[src/rtl/mips_pkg.sv]
// shared widths, instruction encodings and decoder control types; imported by every core file
package mips_pkg;

   typedef logic [31:0] word_t;       // data, pc or register value
   typedef logic [29:0] word_addr_t;  // word address on memory ports
   typedef logic [4:0]  reg_addr_t;
   typedef logic [3:0]  byte_en_t;    // store byte mask
   typedef logic [15:0] imm16_t;

   // primary opcodes
   localparam logic [5:0] op_special = 6'h00;
   localparam logic [5:0] op_j       = 6'h02;
   localparam logic [5:0] op_jal     = 6'h03;
   localparam logic [5:0] op_beq     = 6'h04;
   localparam logic [5:0] op_bne     = 6'h05;
   localparam logic [5:0] op_addi    = 6'h08;
   localparam logic [5:0] op_addiu   = 6'h09;
   localparam logic [5:0] op_slti    = 6'h0a;
   localparam logic [5:0] op_andi    = 6'h0c;
   localparam logic [5:0] op_ori     = 6'h0d;
   localparam logic [5:0] op_xori    = 6'h0e;
   localparam logic [5:0] op_lui     = 6'h0f;
   localparam logic [5:0] op_lb      = 6'h20;
   localparam logic [5:0] op_lh      = 6'h21;
   localparam logic [5:0] op_lw      = 6'h23;
   localparam logic [5:0] op_lbu     = 6'h24;
   localparam logic [5:0] op_lhu     = 6'h25;
   localparam logic [5:0] op_sw      = 6'h2b;

   // funct field of special opcode
   localparam logic [5:0] fn_sll     = 6'h00;
   localparam logic [5:0] fn_srl     = 6'h02;
   localparam logic [5:0] fn_sra     = 6'h03;
   localparam logic [5:0] fn_sllv    = 6'h04;
   localparam logic [5:0] fn_srlv    = 6'h06;
   localparam logic [5:0] fn_srav    = 6'h07;
   localparam logic [5:0] fn_jr      = 6'h08;
   localparam logic [5:0] fn_jalr    = 6'h09;
   localparam logic [5:0] fn_syscall = 6'h0c;
   localparam logic [5:0] fn_add     = 6'h20;
   localparam logic [5:0] fn_addu    = 6'h21;
   localparam logic [5:0] fn_sub     = 6'h22;
   localparam logic [5:0] fn_subu    = 6'h23;
   localparam logic [5:0] fn_and     = 6'h24;
   localparam logic [5:0] fn_or      = 6'h25;
   localparam logic [5:0] fn_xor     = 6'h26;
   localparam logic [5:0] fn_nor     = 6'h27;
   localparam logic [5:0] fn_slt     = 6'h2a;

   localparam reg_addr_t reg_v0        = 5'd2;   // syscall argument
   localparam reg_addr_t reg_ra        = 5'd31;  // link register for jal
   localparam word_t     sys_exit_code = 32'd10; // $v0 value that halts

   // shifts cover both shamt and variable forms, picked by shift_sa
   typedef enum logic [3:0] {
      alu_add, alu_sub, alu_and, alu_or, alu_xor, alu_nor,
      alu_slt, alu_sll, alu_srl, alu_sra
   } alu_op_e;

   typedef enum logic [2:0] {
      ld_lui, ld_lb, ld_lh, ld_lw, ld_lbu, ld_lhu
   } load_sel_e;

   typedef enum logic [1:0] {
      pc_seq, pc_branch, pc_reg, pc_jump
   } pc_sel_e;

   typedef enum logic [1:0] {
      wb_alu, wb_load, wb_link
   } wb_sel_e;

   typedef struct packed {
      logic      reg_we;   // write dst
      reg_addr_t dst;
      alu_op_e   alu_op;
      logic      src_imm;  // immediate as second operand
      logic      shift_sa; // shamt field as shift amount
      logic      mem_we;   // sw
      load_sel_e load_sel;
      wb_sel_e   wb_sel;
      pc_sel_e   pc_sel;
      logic      br_ne;    // bne, else beq
      logic      sys;      // syscall
      logic      ri;       // reserved instruction
   } ctrl_t;

endpackage

[src/rtl/pc_unit.sv]
// program counter pair with one branch delay slot, next-pc select and halt state
`timescale 1ns/100ps

module pc_unit #(
   parameter mips_pkg::word_t text_start = 32'h0040_0000
) (
   input  logic            clk,
   input  logic            rst_b,
   input  mips_pkg::ctrl_t ctrl,
   input  mips_pkg::word_t rs_data,
   input  mips_pkg::word_t rt_data,
   input  mips_pkg::word_t imm,      // sign-extended offset
   input  logic [25:0]     target,   // jump field
   output mips_pkg::word_t pc,
   output mips_pkg::word_t link,
   output logic            halt_req, // this cycle's inst halts
   output logic            halted
);
   import mips_pkg::*;

   word_t npc;          // delay slot pc
   word_t new_npc;
   word_t seq_pc;
   word_t br_target;
   word_t j_target;
   logic  br_taken;

   assign seq_pc    = npc + 32'd4;
   assign br_target = pc + 32'd4 + {imm[29:0], 2'b00};
   assign j_target  = {pc[31:28], target, 2'b00};
   assign br_taken  = (rs_data == rt_data) ^ ctrl.br_ne; // beq or bne
   assign link      = pc + 32'd8; // skips delay slot

   // rs read port carries $v0 for syscall
   assign halt_req = ctrl.ri | (ctrl.sys & (rs_data == sys_exit_code));

   always_comb begin
      case (ctrl.pc_sel)
         pc_branch: new_npc = br_taken ? br_target : seq_pc;
         pc_reg:    new_npc = rs_data;   // jr, jalr
         pc_jump:   new_npc = j_target;  // j, jal
         default:   new_npc = seq_pc;
      endcase
   end

   // new target lands in npc, so the slot after a jump still runs
   always_ff @(posedge clk or negedge rst_b) begin
      if (!rst_b) begin
         pc  <= text_start;
         npc <= text_start + 32'd4;
      end else if (!halt_req && !halted) begin
         pc  <= npc;
         npc <= new_npc;
      end
   end

   always_ff @(posedge clk or negedge rst_b) begin
      if (!rst_b) begin
         halted <= 1'b0;
      end else if (halt_req) begin
         halted <= 1'b1; // sticky until reset
      end
   end

endmodule

[src/rtl/mips_decode.sv]
// instruction decoder; slices fields, builds the control struct and the extended immediate
`timescale 1ns/100ps

module mips_decode (
   input  mips_pkg::word_t     inst,
   output mips_pkg::ctrl_t     ctrl,
   output mips_pkg::word_t     imm,
   output mips_pkg::reg_addr_t rs_addr,
   output mips_pkg::reg_addr_t rt_addr
);
   import mips_pkg::*;

   logic [5:0] opcode;
   logic [5:0] funct;
   reg_addr_t  rs;
   reg_addr_t  rt;
   reg_addr_t  rd;
   imm16_t     imm16;
   logic       sign_ext; // else zero extend

   assign opcode = inst[31:26];
   assign rs     = inst[25:21];
   assign rt     = inst[20:16];
   assign rd     = inst[15:11];
   assign funct  = inst[5:0];
   assign imm16  = inst[15:0];

   // syscall reads $v0 for the halt check
   assign rs_addr = ctrl.sys ? reg_v0 : rs;
   assign rt_addr = rt;

   // shamt stays at imm[10:6] either way
   assign imm = sign_ext ? {{16{imm16[15]}}, imm16} : {16'h0000, imm16};

   always_comb begin
      ctrl          = '0;
      ctrl.dst      = rt;      // i-type default
      ctrl.alu_op   = alu_add;
      ctrl.load_sel = ld_lw;
      ctrl.wb_sel   = wb_alu;
      ctrl.pc_sel   = pc_seq;
      sign_ext      = 1'b1;
      case (opcode)
         op_special: begin
            ctrl.dst    = rd;
            ctrl.reg_we = 1'b1;
            case (funct)
               fn_add, fn_addu: ctrl.alu_op = alu_add; // no overflow trap
               fn_sub, fn_subu: ctrl.alu_op = alu_sub;
               fn_and:  ctrl.alu_op = alu_and;
               fn_or:   ctrl.alu_op = alu_or;
               fn_xor:  ctrl.alu_op = alu_xor;
               fn_nor:  ctrl.alu_op = alu_nor;
               fn_slt:  ctrl.alu_op = alu_slt;
               fn_sll:  ctrl.alu_op = alu_sll;
               fn_srl:  ctrl.alu_op = alu_srl;
               fn_sra:  ctrl.alu_op = alu_sra;
               fn_sllv: ctrl.alu_op = alu_sll;  // amount from rs
               fn_srlv: ctrl.alu_op = alu_srl;
               fn_srav: ctrl.alu_op = alu_sra;
               fn_jr: begin
                  ctrl.reg_we = 1'b0;
                  ctrl.pc_sel = pc_reg;
               end
               fn_jalr: begin
                  ctrl.pc_sel = pc_reg;
                  ctrl.wb_sel = wb_link; // link into rd
               end
               fn_syscall: begin
                  ctrl.reg_we = 1'b0;
                  ctrl.sys    = 1'b1;
               end
               default: begin
                  ctrl.reg_we = 1'b0;
                  ctrl.ri     = 1'b1;
               end
            endcase
            // fixed shifts take the sa field
            ctrl.shift_sa = (funct == fn_sll) | (funct == fn_srl) | (funct == fn_sra);
         end
         op_addi, op_addiu: {ctrl.reg_we, ctrl.src_imm} = 2'b11;
         op_slti: begin
            {ctrl.reg_we, ctrl.src_imm} = 2'b11;
            ctrl.alu_op = alu_slt;
         end
         op_andi, op_ori, op_xori: begin
            {ctrl.reg_we, ctrl.src_imm} = 2'b11;
            sign_ext = 1'b0; // logical immediates zero extend
            ctrl.alu_op = (opcode == op_andi) ? alu_and :
                          (opcode == op_ori)  ? alu_or  : alu_xor;
         end
         op_lui: begin
            ctrl.reg_we   = 1'b1;
            ctrl.load_sel = ld_lui; // built in load unit
            ctrl.wb_sel   = wb_load;
         end
         op_lb, op_lh, op_lw, op_lbu, op_lhu: begin
            {ctrl.reg_we, ctrl.src_imm} = 2'b11; // base + offset
            ctrl.wb_sel = wb_load;
            case (opcode)
               op_lb:   ctrl.load_sel = ld_lb;
               op_lh:   ctrl.load_sel = ld_lh;
               op_lbu:  ctrl.load_sel = ld_lbu;
               op_lhu:  ctrl.load_sel = ld_lhu;
               default: ctrl.load_sel = ld_lw;
            endcase
         end
         op_sw: {ctrl.mem_we, ctrl.src_imm} = 2'b11;
         op_beq, op_bne: begin
            ctrl.pc_sel = pc_branch;
            ctrl.br_ne  = (opcode == op_bne);
         end
         op_j:   ctrl.pc_sel = pc_jump;
         op_jal: begin
            ctrl.pc_sel = pc_jump;
            ctrl.reg_we = 1'b1;
            ctrl.dst    = reg_ra;
            ctrl.wb_sel = wb_link;
         end
         default: ctrl.ri = 1'b1; // unknown opcode halts
      endcase
   end

endmodule

[src/rtl/regfile.sv]
// 32 x 32-bit register file, two combinational read ports and one clocked write port
`timescale 1ns/100ps

module regfile (
   input  logic                clk,
   input  logic                rst_b,
   input  mips_pkg::reg_addr_t rs_addr,
   input  mips_pkg::reg_addr_t rt_addr,
   input  mips_pkg::reg_addr_t wr_addr,
   input  mips_pkg::word_t     wr_data,
   input  logic                we,
   output mips_pkg::word_t     rs_data,
   output mips_pkg::word_t     rt_data
);
   import mips_pkg::*;

   word_t regs [32];

   // $zero is cleared at reset and never written
   assign rs_data = regs[rs_addr];
   assign rt_data = regs[rt_addr];

   always_ff @(posedge clk or negedge rst_b) begin
      if (!rst_b) begin
         for (int i = 0; i < 32; i++) begin
            regs[i] <= '0;
         end
      end else if (we && (wr_addr != 5'd0)) begin
         regs[wr_addr] <= wr_data;
      end
   end

endmodule

[src/rtl/mips_alu.sv]
// alu with operand select; add, sub, logic, signed compare and shifts
`timescale 1ns/100ps

module mips_alu (
   input  mips_pkg::ctrl_t ctrl,
   input  mips_pkg::word_t rs_data,
   input  mips_pkg::word_t rt_data,
   input  mips_pkg::word_t imm,
   output mips_pkg::word_t alu_out
);
   import mips_pkg::*;

   word_t      op_b;  // second operand
   logic [4:0] shamt;

   assign op_b  = ctrl.src_imm ? imm : rt_data;
   assign shamt = ctrl.shift_sa ? imm[10:6] : rs_data[4:0]; // sa field or rs

   always_comb begin
      case (ctrl.alu_op)
         alu_add: alu_out = rs_data + op_b;
         alu_sub: alu_out = rs_data - op_b;
         alu_and: alu_out = rs_data & op_b;
         alu_or:  alu_out = rs_data | op_b;
         alu_xor: alu_out = rs_data ^ op_b;
         alu_nor: alu_out = ~(rs_data | op_b);
         alu_slt: begin
            // signed compare, slt and slti
            alu_out = ($signed(rs_data) < $signed(op_b)) ? 32'd1 : 32'd0;
         end
         alu_sll: alu_out = rt_data << shamt;
         alu_srl: alu_out = rt_data >> shamt;
         alu_sra: alu_out = word_t'($signed(rt_data) >>> shamt); // keeps sign
         default: alu_out = '0;
      endcase
   end

endmodule

[src/rtl/load_unit.sv]
// load extension, lui placement and write-back select for the register file
`timescale 1ns/100ps

module load_unit (
   input  mips_pkg::ctrl_t ctrl,
   input  mips_pkg::word_t imm,
   input  mips_pkg::word_t mem_data_out,
   input  mips_pkg::word_t alu_out,
   input  mips_pkg::word_t link,    // pc + 8
   output mips_pkg::word_t wb_data
);
   import mips_pkg::*;

   word_t ld_data;

   // sub-word loads use the low bits of the word, no byte lanes
   always_comb begin
      case (ctrl.load_sel)
         ld_lui:  ld_data = {imm[15:0], 16'h0000};
         ld_lb:   ld_data = {{24{mem_data_out[7]}}, mem_data_out[7:0]};
         ld_lh:   ld_data = {{16{mem_data_out[15]}}, mem_data_out[15:0]};
         ld_lbu:  ld_data = {24'h000000, mem_data_out[7:0]};
         ld_lhu:  ld_data = {16'h0000, mem_data_out[15:0]};
         default: ld_data = mem_data_out; // lw
      endcase
   end

   always_comb begin
      case (ctrl.wb_sel)
         wb_load: wb_data = ld_data;
         wb_link: wb_data = link;  // jal, jalr
         default: wb_data = alu_out;
      endcase
   end

endmodule

[src/rtl/mips_core.sv]
// single-cycle mips core top; connect instruction and data memory that answer in the same cycle
`timescale 1ns/100ps

module mips_core #(
   parameter mips_pkg::word_t text_start = 32'h0040_0000 // reset pc
) (
   input  logic                 clk,
   input  logic                 rst_b,
   output mips_pkg::word_addr_t inst_addr,    // fetch word address
   input  mips_pkg::word_t      inst,
   output mips_pkg::word_addr_t mem_addr,
   output mips_pkg::word_t      mem_data_in,  // store data
   input  mips_pkg::word_t      mem_data_out, // load data
   output mips_pkg::byte_en_t   mem_write_en,
   output logic                 halted
);
   import mips_pkg::*;

   ctrl_t     ctrl;
   word_t     imm;         // extended immediate
   reg_addr_t rs_addr;
   reg_addr_t rt_addr;
   word_t     rs_data;
   word_t     rt_data;
   word_t     alu_out;
   word_t     wb_data;
   word_t     pc;
   word_t     link;        // pc + 8
   logic      halt_req;
   logic      rf_we;

   assign inst_addr    = pc[31:2];
   assign mem_addr     = alu_out[31:2];
   assign mem_data_in  = rt_data;
   assign mem_write_en = {4{ctrl.mem_we & ~halt_req & ~halted}}; // sw only, full word
   assign rf_we        = ctrl.reg_we & ~halt_req & ~halted;      // halting inst writes nothing

   pc_unit #(.text_start(text_start)) i_pc_unit (
      .clk, .rst_b, .ctrl, .rs_data, .rt_data, .imm,
      .target   (inst[25:0]),
      .pc, .link, .halt_req, .halted
   );

   mips_decode i_mips_decode (
      .inst, .ctrl, .imm, .rs_addr, .rt_addr
   );

   regfile i_regfile (
      .clk, .rst_b, .rs_addr, .rt_addr,
      .wr_addr (ctrl.dst),
      .wr_data (wb_data),
      .we      (rf_we),
      .rs_data, .rt_data
   );

   mips_alu i_mips_alu (
      .ctrl, .rs_data, .rt_data, .imm, .alu_out
   );

   load_unit i_load_unit (
      .ctrl, .imm, .mem_data_out, .alu_out, .link, .wb_data
   );

endmodule

[config.mk]
export PLATFORM = sky130hd
export DESIGN_NAME = mips_core
export DESIGN_NICKNAME = d
export VERILOG_FILES = /design/src/rtl/mips_pkg.sv /design/src/rtl/pc_unit.sv /design/src/rtl/mips_decode.sv /design/src/rtl/regfile.sv /design/src/rtl/mips_alu.sv /design/src/rtl/load_unit.sv /design/src/rtl/mips_core.sv
export SDC_FILE = /design/constraint.sdc
export NUM_CORES = 2
export LEC_CHECK = 0
export ABC_AREA = 1
export BUFFER_PORTS_ARGS = -buffer_cell sky130_fd_sc_hd__buf_2
export CORE_UTILIZATION = 45
export DETAILED_ROUTE_END_ITERATION = 10
export PLACE_DENSITY = 0.69
export SLEW_MARGIN = 20
export SYNTH_ARGS = -nofsm -noshare
export SYNTH_HDL_FRONTEND = slang
export SYNTH_HIERARCHICAL = 1
export SYNTH_SLANG_ARGS = --single-unit
export TNS_END_PERCENT = 50
[constraint.sdc]
create_clock -name clk -period 5.7 [get_ports clk]
set_clock_uncertainty 0.1 [all_clocks]
set_input_delay 0.285 -clock clk [delete_from_list [all_inputs] [get_ports clk]]
set_output_delay 0.285 -clock clk [all_outputs]
set_load 0.03 [all_outputs]
==> results.json <==
{
  "whs_ns": 0.0680,
  "dpl.hpwl_um": 269000,
  "avgViaCountPerCell": 5.95,
  "tritoncts": "built",
  "port_buffers": 162,
  "peakVddDrop_mv": 0.266,
  "routed_wl_um": 378000,
  "nFillCells": 17000,
  "dpl.cell_count": 15100,
  "pin_count": 163,
  "track_usage_pct": 42.0,
  "worstPathMaxFanout": 33,
  "cts_max_path_buffers": 3,
  "postSynthCellCount": 12400,
  "clk_latency_ns": 0.84,
  "gp_congestion": 1.10,
  "p_per_area_nw_per_um2": 257,
  "max_freq_mhz": 180,
  "rsz0062_at_grt": "true",
  "syn_area_um2": 78500,
  "hold_viol": 0,
  "drc_errors": 2,
  "slew_viol_final": 0,
  "start_util_pct": 45.5,
  "maxCapViolCount": 0,
  "endpoint_kind": "primary output",
  "layout_setup_ws_ns": 0.147,
  "internal-power_mw": 14.8,
  "leakage_nw": 46.5,
  "syn_avg_cell_area_um2": 6.32,
  "htree_levels": 3,
  "die_area_um2": 176000,
  "ff2ff_path_depth": 29,
  "setup_viol": 0,
  "mostFrequentLayoutCell": "nand2_1",
  "max_slew.worst_pin.slew_ns": 1.03,
  "max_stage_delay_ns": 0.38,
  "worstSetupStartpointType": "input port",
  "coreArea_um2": 172000,
  "instances_no_fill": 15300,
  "clk_pin_slew_worst_paths_ns": 0.06,
  "ant_nets": 0,
  "sw_frac_of_total_pct": 38.4,
  "yosysWarnings": 6,
  "pwr-share-clk_pct": 32.7,
  "grt_max_degree": 163,
  "wl_per_cell_um": 24.6,
  "status": "finished, violations left",
  "nNetsFinal": 13200,
  "antenna_found_initial": 19,
  "crit_type": "input port to primary output",
  "drive_gt1_share_pct": 13.7,
  "fp.dieW_um": 420,
  "grt_pass1_vias": 84600,
  "cts_root_buf": "clkbuf_16",
  "drt_pre_antenna_iters": 11,
  "grt-ovfl-total": 0,
  "synthToLayoutAreaGrowth_pct": 19.7,
  "comb_power_share_pct": 34.1,
  "largest_reg_flops": 1024,
  "dpl_worst_slack_ns": -0.674,
  "rows": 152,
  "syn-num-nets": 12700,
  "cp_common_cell": "nand2_1",
  "die_y_um": 420,
  "layout_common_cells": "nand2_1 (4936), nand3_1 (2180), dfrtp_1 (1086)",
  "arrival_ns": 5.17,
  "p_switching_mw": 9.24,
  "slowest_stage": "ha_1",
  "grt_pass1_wl_um": 553000,
  "period_share_pct": 97.4,
  "worst-r2r-setup-slack_ns": 0.37,
  "clock-sinks": 1089,
  "power_frac_seq_pct": 33.2,
  "max-slew-margin-rel_pct": 31.2,
  "vias": 91200,
  "failed_checks": "DRC",
  "fin_crit_ns": 5.55,
  "hold_class": "input port to asynchronous set/reset pin",
  "numCtsBuffers": 118,
  "power.total_mw": 24.1,
  "worstPathRequired_ns": 5.32,
  "first_iter_violations": 13700
}
## through the flow
stage,area [um^2],utilization (%),TNS (ns)
after detailed placement,89600,52.0,-177.27
after global routing,93900,54.5,-0.0304
final,93900,54.5,0
after CTS,93600,54.3,0
after global placement,89600,52.0,-192.73
after floorplan,78500,-,0
## path summary, 6_finish.rpt
| check | from | to |
|---|---|---|
| max | inst[1] | mem_addr[29] |
| min | rst_b | i_regfile/regs[777] |
| max reg2reg | i_regfile/regs[576] | i_regfile/regs[710] |
| min reg2reg | i_regfile/regs[1016] | i_regfile/regs[1016] |
| max in group asynchronous | rst_b | i_regfile/regs[985] |
| min in group clk | inst[0] | i_pc_unit/npc[2] |
## critical path: cells and delay by family
| kind | cells | cell delay, ns |
|---|---|---|
| adders and majority gates | 1 | 0.38 |
| and+or+nand+nor | 20 | 2.81 |
| buffers and inverters | 10 | 1.65 |
## per-layer routing
metal / part of all wire (%) / GRT usage [%] / wire length, um / up-vias
li1: - / - / - / 41000
met3: 12 / 10.4 / 45000 / 1437
met4: 8.1 / 28.4 / 30500 / 28
met5: 0.049 / 0 / 186 / -
met1: 38 / 54.8 / 145000 / 42700
met2: 42 / 61.1 / 157000 / 6068
## power by group through the flow
stage	logic [mW]	registers [mW]	clock network, mW
global placement	7.86	8.11	0
CTS	7.92	7.97	7.94
global route	8.63	7.98	8.24
finish	8.22	7.99	7.88
detailed placement	7.87	8.11	0
floorplan	3.76	8.10	0
## final cells by class
class | instances | area [um^2] | area share, %
clock buffer | 176 | 3420 | 3.64
sequential | 1089 | 27300 | 29.0
antenna | 9 | 22.5 | 0.0240
timing repair buffer | 1307 | 12300 | 13.1
tap | 2310 | 2890 | 3.08
clock inverter | 35 | 493 | 0.525
inverter | 752 | 2880 | 3.07
multi-input combinational | 9659 | 44600 | 47.5
## repair_timing
action                                  in CTS  in global routing
buffers inserted                             1                  2
endpoints found under the setup margin       9                119
gates cloned                                 0                  3
hold endpoints to repair                    92                  0
resized for setup                            9                 54
hold buffers                                 1                  0
pin swaps                                    1                  4
Note: power is estimated with default switching activity, not from simulation.
